[src/design/bsBusPkg.sv]
`default_nettype none

package bsBusPkg;

    // ******************************************************************
    // Host bus geometry
    // ******************************************************************
    parameter int busDataW = 16;
    parameter int busAddrW = 12;

    // One bus cycle as seen by the register block
    typedef struct packed {
        logic                cs;
        logic                rd;
        logic                wrLo;    // byte 0 strobe
        logic                wrHi;    // byte 1 strobe
        logic [busAddrW-1:0] addr;
        logic [busDataW-1:0] data;
    } hostReqT;

    // ******************************************************************
    // Register map
    // ******************************************************************
    // Word addresses of the 32-bit registers
    // addr[1] picks the upper or lower 16-bit half
    typedef enum logic [busAddrW-1:0] {
        REG_VERSION = 12'h000,
        REG_CONTROL = 12'h004,
        REG_DAC_SEL = 12'h008,
        REG_OUT_SEL = 12'h00C
    } regAddrE;

endpackage

`default_nettype wire

[src/design/bsRoutePkg.sv]
`default_nettype none

package bsRoutePkg;

    // Converter and sample widths
    parameter int sampleW = 18;
    parameter int adcW    = 14;
    parameter int dacW    = 14;

    // Sample stream, valid marks a new sample for one cycle
    typedef struct packed {
        logic signed [sampleW-1:0] data;
        logic                      valid;
    } sampleT;

    // Recovered symbol clock and bit of one channel
    typedef struct packed {
        logic symClk;
        logic symBit;
    } symbolT;

    // Monitor DAC source, unknown codes fall back to channel 0
    typedef enum logic [2:0] {
        DAC_SEL_CH0 = 3'd0,
        DAC_SEL_CH1 = 3'd1
    } dacSelE;

    // Front-panel source, unknown codes drive the pair low
    typedef enum logic [3:0] {
        OUT_SEL_CH0 = 4'd0,
        OUT_SEL_CH1 = 4'd2
    } outSelE;

    typedef struct packed {
        outSelE bsCoax;
        outSelE bsRs422;
        outSelE encCoax;
        outSelE fsCoax;
        outSelE fsRs422;
    } routeCfgT;

    typedef struct packed {
        dacSelE dac0;
        dacSelE dac1;
        dacSelE dac2;
    } dacCfgT;

endpackage

`default_nettype wire

[src/design/hostRegs.sv]
`timescale 1ns/10ps
`default_nettype none

module hostRegs
    import bsBusPkg::*;
    import bsRoutePkg::*;
#(
    parameter int VERSION = 422
) (
    input  wire hostReqT             req,
    input  wire                      clk,
    input  wire                      rstN,
    output logic [busDataW-1:0]      readData,
    output logic [1:0]               coreEnable,
    output dacCfgT                   dacCfg,
    output routeCfgT                 routeCfg
);

    localparam int regW = 2 * busDataW;

    logic [busAddrW-1:0] wordAddr;
    logic [regW/8-1:0]   byteEn;
    logic [regW-1:0]     ctrlReg;
    logic [regW-1:0]     dacSelReg;
    logic [regW-1:0]     outSelReg;
    logic [regW-1:0]     readWord;

    // Bus data lands on whichever half addr[1] names
    function automatic logic [regW-1:0] mergeBytes(input logic [regW-1:0]     old,
                                                   input logic [regW/8-1:0]   be,
                                                   input logic [busDataW-1:0] data);
        logic [regW-1:0] result;
        result = old;
        for (int i = 0; i < regW / 8; i++) begin
            if (be[i]) begin
                result[8*i +: 8] = data[8*(i % 2) +: 8];
            end
        end
        return result;
    endfunction

    assign wordAddr = {req.addr[busAddrW-1:2], 2'b00};

    // ******************************************************************
    // Write decode
    // ******************************************************************
    always_comb begin
        byteEn = '0;
        if (req.cs) begin
            if (req.addr[1]) begin
                byteEn = {req.wrHi, req.wrLo, 2'b00};
            end else begin
                byteEn = {2'b00, req.wrHi, req.wrLo};
            end
        end
    end

    // Version register is read only, so it has no case here
    always_ff @(posedge clk or negedge rstN) begin
        if (!rstN) begin
            ctrlReg   <= '0;
            dacSelReg <= '0;
            outSelReg <= '0;
        end else if (|byteEn) begin
            case (wordAddr)
                REG_CONTROL: ctrlReg   <= mergeBytes(ctrlReg, byteEn, req.data);
                REG_DAC_SEL: dacSelReg <= mergeBytes(dacSelReg, byteEn, req.data);
                REG_OUT_SEL: outSelReg <= mergeBytes(outSelReg, byteEn, req.data);
                default: ;
            endcase
        end
    end

    // ******************************************************************
    // Configuration fields, one nibble per select
    // ******************************************************************
    assign coreEnable = ctrlReg[1:0];

    assign dacCfg = '{dac0: dacSelE'(dacSelReg[2:0]),
                      dac1: dacSelE'(dacSelReg[6:4]),
                      dac2: dacSelE'(dacSelReg[10:8])};

    assign routeCfg = '{bsCoax:  outSelE'(outSelReg[3:0]),
                        bsRs422: outSelE'(outSelReg[7:4]),
                        encCoax: outSelE'(outSelReg[11:8]),
                        fsCoax:  outSelE'(outSelReg[15:12]),
                        fsRs422: outSelE'(outSelReg[19:16])};

    // Read mux, unmapped words return zero
    always_comb begin
        case (wordAddr)
            REG_VERSION: readWord = regW'(VERSION);
            REG_CONTROL: readWord = ctrlReg;
            REG_DAC_SEL: readWord = dacSelReg;
            REG_OUT_SEL: readWord = outSelReg;
            default:     readWord = '0;
        endcase
    end

    // Held until the next read
    always_ff @(posedge clk or negedge rstN) begin
        if (!rstN) begin
            readData <= '0;
        end else if (req.cs && req.rd) begin
            readData <= req.addr[1] ? readWord[regW-1:busDataW] : readWord[busDataW-1:0];
        end
    end

endmodule

`default_nettype wire

[src/design/adcCondition.sv]
`timescale 1ns/10ps
`default_nettype none

module adcCondition
    import bsRoutePkg::*;
(
    input  wire             clk,
    input  wire             rstN,
    input  wire [adcW-1:0]  adc0,
    input  wire [adcW-1:0]  adc1,
    output sampleT          rx0,
    output sampleT          rx1
);

    logic [adcW-1:0] adc0Reg;
    logic [adcW-1:0] adc1Reg;

    // Offset binary to two's complement, left justified in the sample
    function automatic logic signed [sampleW-1:0] toSample(input logic [adcW-1:0] raw);
        return {~raw[adcW-1], raw[adcW-2:0], {(sampleW - adcW){1'b0}}};
    endfunction

    // Pad reclock
    always_ff @(posedge clk) begin
        adc0Reg <= adc0;
        adc1Reg <= adc1;
    end

    // ADC runs at the system rate so every cycle carries a sample
    always_ff @(posedge clk or negedge rstN) begin
        if (!rstN) begin
            rx0 <= '0;
            rx1 <= '0;
        end else begin
            rx0 <= '{data: toSample(adc0Reg), valid: 1'b1};
            rx1 <= '{data: toSample(adc1Reg), valid: 1'b1};
        end
    end

endmodule

`default_nettype wire

[src/design/dacDriver.sv]
`timescale 1ns/10ps
`default_nettype none

module dacDriver
    import bsRoutePkg::*;
(
    input  wire               clk,
    input  wire               rstN,
    input  wire dacSelE       sel,
    input  wire sampleT       ch0,
    input  wire sampleT       ch1,
    output logic [dacW-1:0]   dacData
);

    localparam logic [dacW-1:0] midScale = 1 << (dacW - 1);

    logic [sampleW-1:0] selData;
    logic               selValid;

    // Stage 1 source select
    always_ff @(posedge clk) begin
        case (sel)
            DAC_SEL_CH1: selData <= ch1.data;
            default:     selData <= ch0.data;
        endcase
    end

    always_ff @(posedge clk or negedge rstN) begin
        if (!rstN) begin
            selValid <= 1'b0;
        end else begin
            case (sel)
                DAC_SEL_CH1: selValid <= ch1.valid;
                default:     selValid <= ch0.valid;
            endcase
        end
    end

    // Stage 2 holds the last valid sample, flipping the sign bit for the DAC
    always_ff @(posedge clk or negedge rstN) begin
        if (!rstN) begin
            dacData <= midScale;
        end else if (selValid) begin
            dacData <= {~selData[sampleW-1], selData[sampleW-2 -: dacW-1]};
        end
    end

endmodule

`default_nettype wire

[src/design/outputRouter.sv]
`timescale 1ns/10ps
`default_nettype none

module outputRouter
    import bsRoutePkg::*;
(
    input  wire            clk,
    input  wire            rstN,
    input  wire routeCfgT  cfg,
    input  wire symbolT    ch0Sym,
    input  wire symbolT    ch1Sym,
    input  wire            ch0Lock,
    input  wire            ch1Lock,
    output symbolT         bsCoax,
    output symbolT         bsRs422,
    output symbolT         encCoax,
    output symbolT         fsCoax,
    output symbolT         fsRs422,
    output logic           ch0LockN,
    output logic           ch1LockN
);

    // Clock/data pair for one front-panel connector
    function automatic symbolT routeSym(input outSelE sel,
                                        input symbolT sym0,
                                        input symbolT sym1);
        symbolT result;
        case (sel)
            OUT_SEL_CH0: result = sym0;
            OUT_SEL_CH1: result = sym1;
            default:     result = '0;
        endcase
        return result;
    endfunction

    always_ff @(posedge clk or negedge rstN) begin
        if (!rstN) begin
            bsCoax   <= '0;
            bsRs422  <= '0;
            encCoax  <= '0;
            fsCoax   <= '0;
            fsRs422  <= '0;
            ch0LockN <= 1'b1;
            ch1LockN <= 1'b1;
        end else begin
            bsCoax   <= routeSym(cfg.bsCoax, ch0Sym, ch1Sym);
            bsRs422  <= routeSym(cfg.bsRs422, ch0Sym, ch1Sym);
            encCoax  <= routeSym(cfg.encCoax, ch0Sym, ch1Sym);
            fsCoax   <= routeSym(cfg.fsCoax, ch0Sym, ch1Sym);
            fsRs422  <= routeSym(cfg.fsRs422, ch0Sym, ch1Sym);
            // LEDs light when low
            ch0LockN <= ~ch0Lock;
            ch1LockN <= ~ch1Lock;
        end
    end

endmodule

`default_nettype wire

[src/design/bitsyncIoTop.sv]
`timescale 1ns/10ps
`default_nettype none

module bitsyncIoTop
    import bsBusPkg::*;
    import bsRoutePkg::*;
#(
    parameter int VERSION = 422
) (
    input  wire                   clk,
    input  wire                   rstN,
    input  wire hostReqT          hostReq,
    output logic [busDataW-1:0]   readData,
    output logic [1:0]            coreEnable,
    input  wire [adcW-1:0]        adc0,
    input  wire [adcW-1:0]        adc1,
    output sampleT                rx0,
    output sampleT                rx1,
    input  wire sampleT           ch0Sample,
    input  wire sampleT           ch1Sample,
    input  wire symbolT           ch0Sym,
    input  wire symbolT           ch1Sym,
    input  wire                   ch0Lock,
    input  wire                   ch1Lock,
    output logic [dacW-1:0]       dac0Data,
    output logic [dacW-1:0]       dac1Data,
    output logic [dacW-1:0]       dac2Data,
    output symbolT                bsCoax,
    output symbolT                bsRs422,
    output symbolT                encCoax,
    output symbolT                fsCoax,
    output symbolT                fsRs422,
    output logic                  ch0LockN,
    output logic                  ch1LockN
);

    dacCfgT   dacCfg;
    routeCfgT routeCfg;

    // ******************************************************************
    // Host registers
    // ******************************************************************
    hostRegs #(.VERSION(VERSION)) i_hostRegs (
        .clk(clk), .rstN(rstN),
        .req(hostReq),
        .readData(readData),
        .coreEnable(coreEnable),
        .dacCfg(dacCfg),
        .routeCfg(routeCfg)
    );

    // ADC words out to the external core
    adcCondition i_adcCondition (
        .clk(clk), .rstN(rstN),
        .adc0(adc0), .adc1(adc1),
        .rx0(rx0), .rx1(rx1)
    );

    // ******************************************************************
    // Monitor DACs
    // ******************************************************************
    dacDriver i_dac0 (
        .clk(clk), .rstN(rstN), .sel(dacCfg.dac0),
        .ch0(ch0Sample), .ch1(ch1Sample), .dacData(dac0Data)
    );

    dacDriver i_dac1 (
        .clk(clk), .rstN(rstN), .sel(dacCfg.dac1),
        .ch0(ch0Sample), .ch1(ch1Sample), .dacData(dac1Data)
    );

    dacDriver i_dac2 (
        .clk(clk), .rstN(rstN), .sel(dacCfg.dac2),
        .ch0(ch0Sample), .ch1(ch1Sample), .dacData(dac2Data)
    );

    // Front panel and lock LEDs
    outputRouter i_outputRouter (
        .clk(clk), .rstN(rstN),
        .cfg(routeCfg),
        .ch0Sym(ch0Sym), .ch1Sym(ch1Sym),
        .ch0Lock(ch0Lock), .ch1Lock(ch1Lock),
        .bsCoax(bsCoax), .bsRs422(bsRs422), .encCoax(encCoax),
        .fsCoax(fsCoax), .fsRs422(fsRs422),
        .ch0LockN(ch0LockN), .ch1LockN(ch1LockN)
    );

endmodule

`default_nettype wire

[config.mk]
export PLATFORM = sky130hd
export DESIGN_NAME = bitsyncIoTop
export DESIGN_NICKNAME = d
export VERILOG_FILES = /design/src/design/bsBusPkg.sv /design/src/design/bsRoutePkg.sv /design/src/design/hostRegs.sv /design/src/design/adcCondition.sv /design/src/design/dacDriver.sv /design/src/design/outputRouter.sv /design/src/design/bitsyncIoTop.sv
export SDC_FILE = /design/constraint.sdc
export NUM_CORES = 1
export LEC_CHECK = 0
export BUFFER_PORTS_ARGS = -buffer_cell sky130_fd_sc_hd__buf_4
export CORE_UTILIZATION = 51
export CTS_BUF_LIST = sky130_fd_sc_hd__clkbuf_16
export DETAILED_ROUTE_END_ITERATION = 12
export GPL_TIMING_DRIVEN = 0
export PLACE_DENSITY = 0.76
export SLEW_MARGIN = 30
export SYNTH_ARGS = -nofsm -noshare
export SYNTH_HDL_FRONTEND = slang
export SYNTH_SLANG_ARGS = --single-unit
export TNS_END_PERCENT = 20
[constraint.sdc]
create_clock -name clk -period 2.5 [get_ports clk]
set_input_delay 0.25 -clock clk [delete_from_list [all_inputs] [get_ports clk]]
set_output_delay 0.25 -clock clk [all_outputs]
set_load 0.03 [all_outputs]
=== Word-level counts from Yosys, hierarchy flattened ===
Cells that the tools add are included.

* Register bits: 280
* Input bits: 106
* Output and inout bits: 110
* Word-level logic and storage cells: 92

* Equal/unequal tests: 11
* Multiplexer cells: 15
* Bitwise operators: 7
* Reductions and logical operators: 20

{| class="wikitable"
|+ Operators with widths
! operator !! count
|-
| 32-bit case mux with 4 select lines || 1
|-
| 18-bit two-way mux || 3
|-
| 3-bit AND reduction || 12
|-
| 10-bit by 2-bit equality test with 1-bit output, second input constant || 2
|-
| 4-bit by 2-bit equality test with 1-bit output, second input constant || 5
|-
| 4-bit zero test || 5
|-
| 2-bit case mux with 2 select lines || 5
|-
| 16-bit two-way mux || 1
|-
| 12-bit zero test || 1
|-
| 10-bit by 1-bit equality test with 1-bit output, second input constant || 1
|-
| 3-bit by 1-bit equality test with 1-bit output, second input constant || 3
|-
| 4-bit two-way mux || 2
|-
| 1-bit NOT || 7
|-
| 4-bit OR reduction || 1
|-
| 1-bit two-way mux || 3
|-
| 1-bit logical AND || 1
|}

=== Depth between registers and ports, before layout ===
* Word-level depth: 4
* Depth in mapped cells: 7
* Mapped depth without buffers: 4

=== By module ===
From an unflattened synthesis, not the netlist that was laid out.

* Cell total of the unflattened synthesis: 706
* Area total of the unflattened synthesis: 10277.4 µm²

{| class="wikitable"
|+ Modules (own cells, without submodules)
! module !! instances !! cells each !! area an instance (µm²) !! sequential area each (µm²)
|-
| hostRegs || 1 || 416 || 5361.4 || 2802.7
|-
| dacDriver || 3 || 62 || 1024.7 || 656.9
|-
| adcCondition || 1 || 70 || 1368.8 || 1286.2
|-
| outputRouter || 1 || 34 || 473.0 || 302.8
|}

=== Worst setup path before layout ===
No wires, ideal clock.

* Kind: input port to flip-flop
* Start: in hostReq[23] (netlist bit)
* End: reg i_hostRegs.ctrlReg[0]
* Setup time: 0.128 ns
* Arrival: 1.844 ns
* Required time: 2.372 ns
* Path slack: 0.528 ns
* Cell stages on the path: 4
* Buffers on the path: 0
* Path through: or4_4 > nor4_4 > nand2_4 > mux2_1

* Longest elaborated chain between the ends: 2

{| class="wikitable"
|+ Ends and longest elaborated chain
! what !! RTL line !! RTL
|-
| from (decl) || bitsyncIoTop.sv:12 || <nowiki>input wire hostReqT hostReq,</nowiki>
|-
| 10-bit by 1-bit equality test with 1-bit output || hostRegs.sv:65 || <nowiki>case (wordAddr)</nowiki>
|-
| 3-bit AND reduction (no source line) || n/a ||
|-
| to (signal assigned) || hostRegs.sv:66 || <nowiki>REG_CONTROL: ctrlReg <= mergeBytes(ctrlReg, byteEn, req.data);</nowiki>
|-
| to (decl) || hostRegs.sv:23 || <nowiki>logic [regW-1:0] ctrlReg;</nowiki>
|}

No other way between the ends.
A chain may end at the register's enable or synchronous reset.

=== Final worst setup path ===
* Start: reg i_hostRegs.dacSelReg[1]
* End: reg i_dac0.selData[8]

* Longest elaborated chain between the ends: 2

{| class="wikitable"
|+ Ends and longest elaborated chain
! what !! RTL line !! RTL
|-
| from (decl) || hostRegs.sv:24 || <nowiki>logic [regW-1:0] dacSelReg;</nowiki>
|-
| from (signal assigned) || hostRegs.sv:67 || <nowiki>REG_DAC_SEL: dacSelReg <= mergeBytes(dacSelReg, byteEn, req.data);</nowiki>
|-
| 3-bit by 1-bit equality test with 1-bit output || dacDriver.sv:22 || <nowiki>case (sel)</nowiki>
|-
| 18-bit two-way mux || dacDriver.sv:22 ||
|-
| to (signal assigned) || dacDriver.sv:23 || <nowiki>DAC_SEL_CH1: selData <= ch1.data;</nowiki>
|-
| to (signal assigned) || dacDriver.sv:24 || <nowiki>default: selData <= ch0.data;</nowiki>
|-
| to (decl) || dacDriver.sv:17 || <nowiki>logic [sampleW-1:0] selData;</nowiki>
|}

No other way between the ends.

==> qor.yml <==
run_status: "complete, no violations"
path_buf_inv: 1
critical_path.top_delay_family: "buffers and inverters"
dp_hpwl_mm: 16.28
wl_mm: 25.18
netlist.area_leader.share: 0.4867
synth_cells: 655
hold_class: "input port to register"
viasPerCell: 5.382
synthFlopType: "dfrtp_1"
grt_pass1_vias: 7268
leakage_nw: 6.491
antenna_left: 0
io_buffers: 196
clkLatencyLatePin_ps: 530
synth_edf_count: 0
synth-seq-cells: 268
power_mw: 9.517
path_max_fanout: 10
hold_slack_ps: 18.30
initial_core_util: 0.5252
placed_cell_area_um2: 11810
place_ws_ps: -88.38
dr.pass1.iters: 5
finalWeightedCongestion: 0.8980
rsz0062_at_grt: "no"
slew_viol_final: 0
synth_area_leaders: "dfrtp_1, mux2_2, dfxtp_1, mux2i_1, a221o_1"
power_density_nw_per_um2: 707.3
end_kind: "register"
cts_resized: 0
min_period_ps: 2187
die_area_um2: 20020
grt_start_max_net_pins: 79
critPathRequiredTime_ps: 2910
synth-seq-area-share: 0.6412
core_um2: 18890
ys_warn_count: 0
grt_overflow: 0
yosys.area.top_type: "dfrtp_1"
maxSlewHeadroom: 0.3841
synth_fa_ha_area_frac: 0
wl_per_cell_um: 20.24
drc: 0
row_count: 50
crit_type: "register to register"
antenna_found_initial: 0
vias: 6695
cts-root-buf: "clkbuf_16"
yosys.cell_count.top_type: "mux2_2"
yosys.area_share.simple: 0.03909
worstSetupStartpointType: "register"
tns_ps: 0
critPathMaxStageDelay_ps: 660
ys_top_cells_by_count: "mux2_2, dfrtp_1, dfxtp_1"
synth_top_family_by_area: "multiplexers"
die_h_um: 141.5
grt_pass1_wl_mm: 39.70
worstSetupEndpoint: "i_dac0.selData[8]"
final_nets: 1071
maxCapViolCount: 0
die_w_um: 141.5
cp.depth: 3
grt_util_all_layers: 0.2575
ir_drop_uv: 699.7
startpoint: "i_hostRegs.dacSelReg[1]"
io_pins: 216
crit_slowest_cell: "clkbuf_1"
clock_sinks: 268
ff2ff_path_depth: 3
setup_ws_ps: 313.4
synth_area_um2: 9923
diodes: 0
async_flop_share: 0.7388
post_synth_xor_area_fraction: 0
hold_violations: 0
clk_pin_slew_worst_paths_ps: 60
areaGrowthSynthToFinish_pct: 35.59
yosysUniqueCellTypes: 35
cts_buffers: 26
rr_endpoint: "i_dac0.selData[8]"
fin_skew_ps: 13.61
drt_iter0_markers: 421
synth_area_per_cell_um2: 15.15
setup_viol: 0
cts_tree: "built"
synth_mux_area_frac: 0.2499
clk_path_buf_depth: 3
finalCritPeriodShare: 0.8746
worstPathArrival_ps: 2600
htree_levels: 1
tightest_slew_ps: 916.3
r2r-start: "i_hostRegs.dacSelReg[1]"
crit_chain: "nor3b_2 -> clkbuf_1 -> mux2_2"
layout-drive-gt1-share: 0.4756
fmax_mhz: 457.3
r2r_setup_slack_ps: 310
synth_compound_area_frac: 0.04665
final_cell_area_um2: 13460
==> routing by layer <==
| layer | track usage | share of wire |
|---|---|---|
| met5 | 0 | 0 |
| met4 | 0.07866 | 0.024 |
| met3 | 0.06514 | 0.084 |
| met2 | 0.4440 | 0.50 |
| met1 | 0.3195 | 0.40 |
==> cell families (layout without fill, tap and decap cells) <==
group | count (synthesis) | after routing
simple gates | 63 | 63
flops | 268 | 268
other cells | 2 | 9
compound gates | 52 | 52
buf+inv | 48 | 370
mux | 222 | 222
==> stage by stage <==
stage                     utilization  std cells
after floorplan                     -        662
after global placement         0.6217       1118
after detailed placement       0.6253       1120
after CTS                      0.7117       1244
after global routing           0.7122       1244
final                          0.7122       1244
==> cells in the final DEF, fill, tap and decap left out, drive strengths merged, types with 16 or more instances in the layout <==
cell type and count:
mux2 206, dfxtp 70, buf 211, dfrtp 193, mux2i 16, clkbuf 52
nand2 31, dlygate4sd3 77, inv 19
==> final cells by class <==
class                   instances  area, um2
plain buffers                  36      177.7
clock buffers                  29      725.7
clock inverters                18      135.1
fillers                      1232       5438
inverters                      12      45.04
multi-input cells             346       3379
flip-flops and latches        268       6362
well taps                     260      325.3
repair buffers                275       2305
==> repair_timing <==
item,CTS,global route
setup buffers,0,0
endpoints found under the setup margin,0,0
hold buffers,77,0
hold endpoints to repair,150,0
==> registers in the layout (all words and copies together), names as in the netlist, 15 cells and up <==
| register | cells |
|---|---|
| i_adcCondition.rx1 | 15 |
| i_hostRegs.ctrlReg | 32 |
| i_hostRegs.dacSelReg | 32 |
| i_hostRegs.outSelReg | 32 |
| i_hostRegs.readData | 16 |
==> worst reg2reg max path, cell delays in order (launching register included) <==
cell      delay, ps
dfrtp_1         400
nor3b_2         580
clkbuf_1        670
mux2_2          430
==> power by group <==
group	leakage, nW	switching, mW	internal (mW)
Clock	0.450	1.62	2.28
Sequential	3.15	0.0840	4.50
Combinational	2.89	0.574	0.458
Total	6.49	2.28	7.24
==> worst min-delay path by stage <==
stage | start | end | slack (ps) | cells past startpoint
6_report | hostReq[14] | i_hostRegs.ctrlReg[14] | 20 | 2
5_1_grt | hostReq[14] | i_hostRegs.ctrlReg[14] | 6 | 2
4_1_cts | hostReq[14] | i_hostRegs.ctrlReg[14] | 0.7 | 2
3_5_place_dp | rstN | i_hostRegs.ctrlReg[3] | 200 | 1
3_3_place_gp | i_adcCondition.adc1Reg[4] | i_adcCondition.rx1[9] | 320 | 0
2_1_floorplan | rstN | i_adcCondition.rx0[10] | -50 | 0
Note: power is estimated with default switching activity, not from simulation.
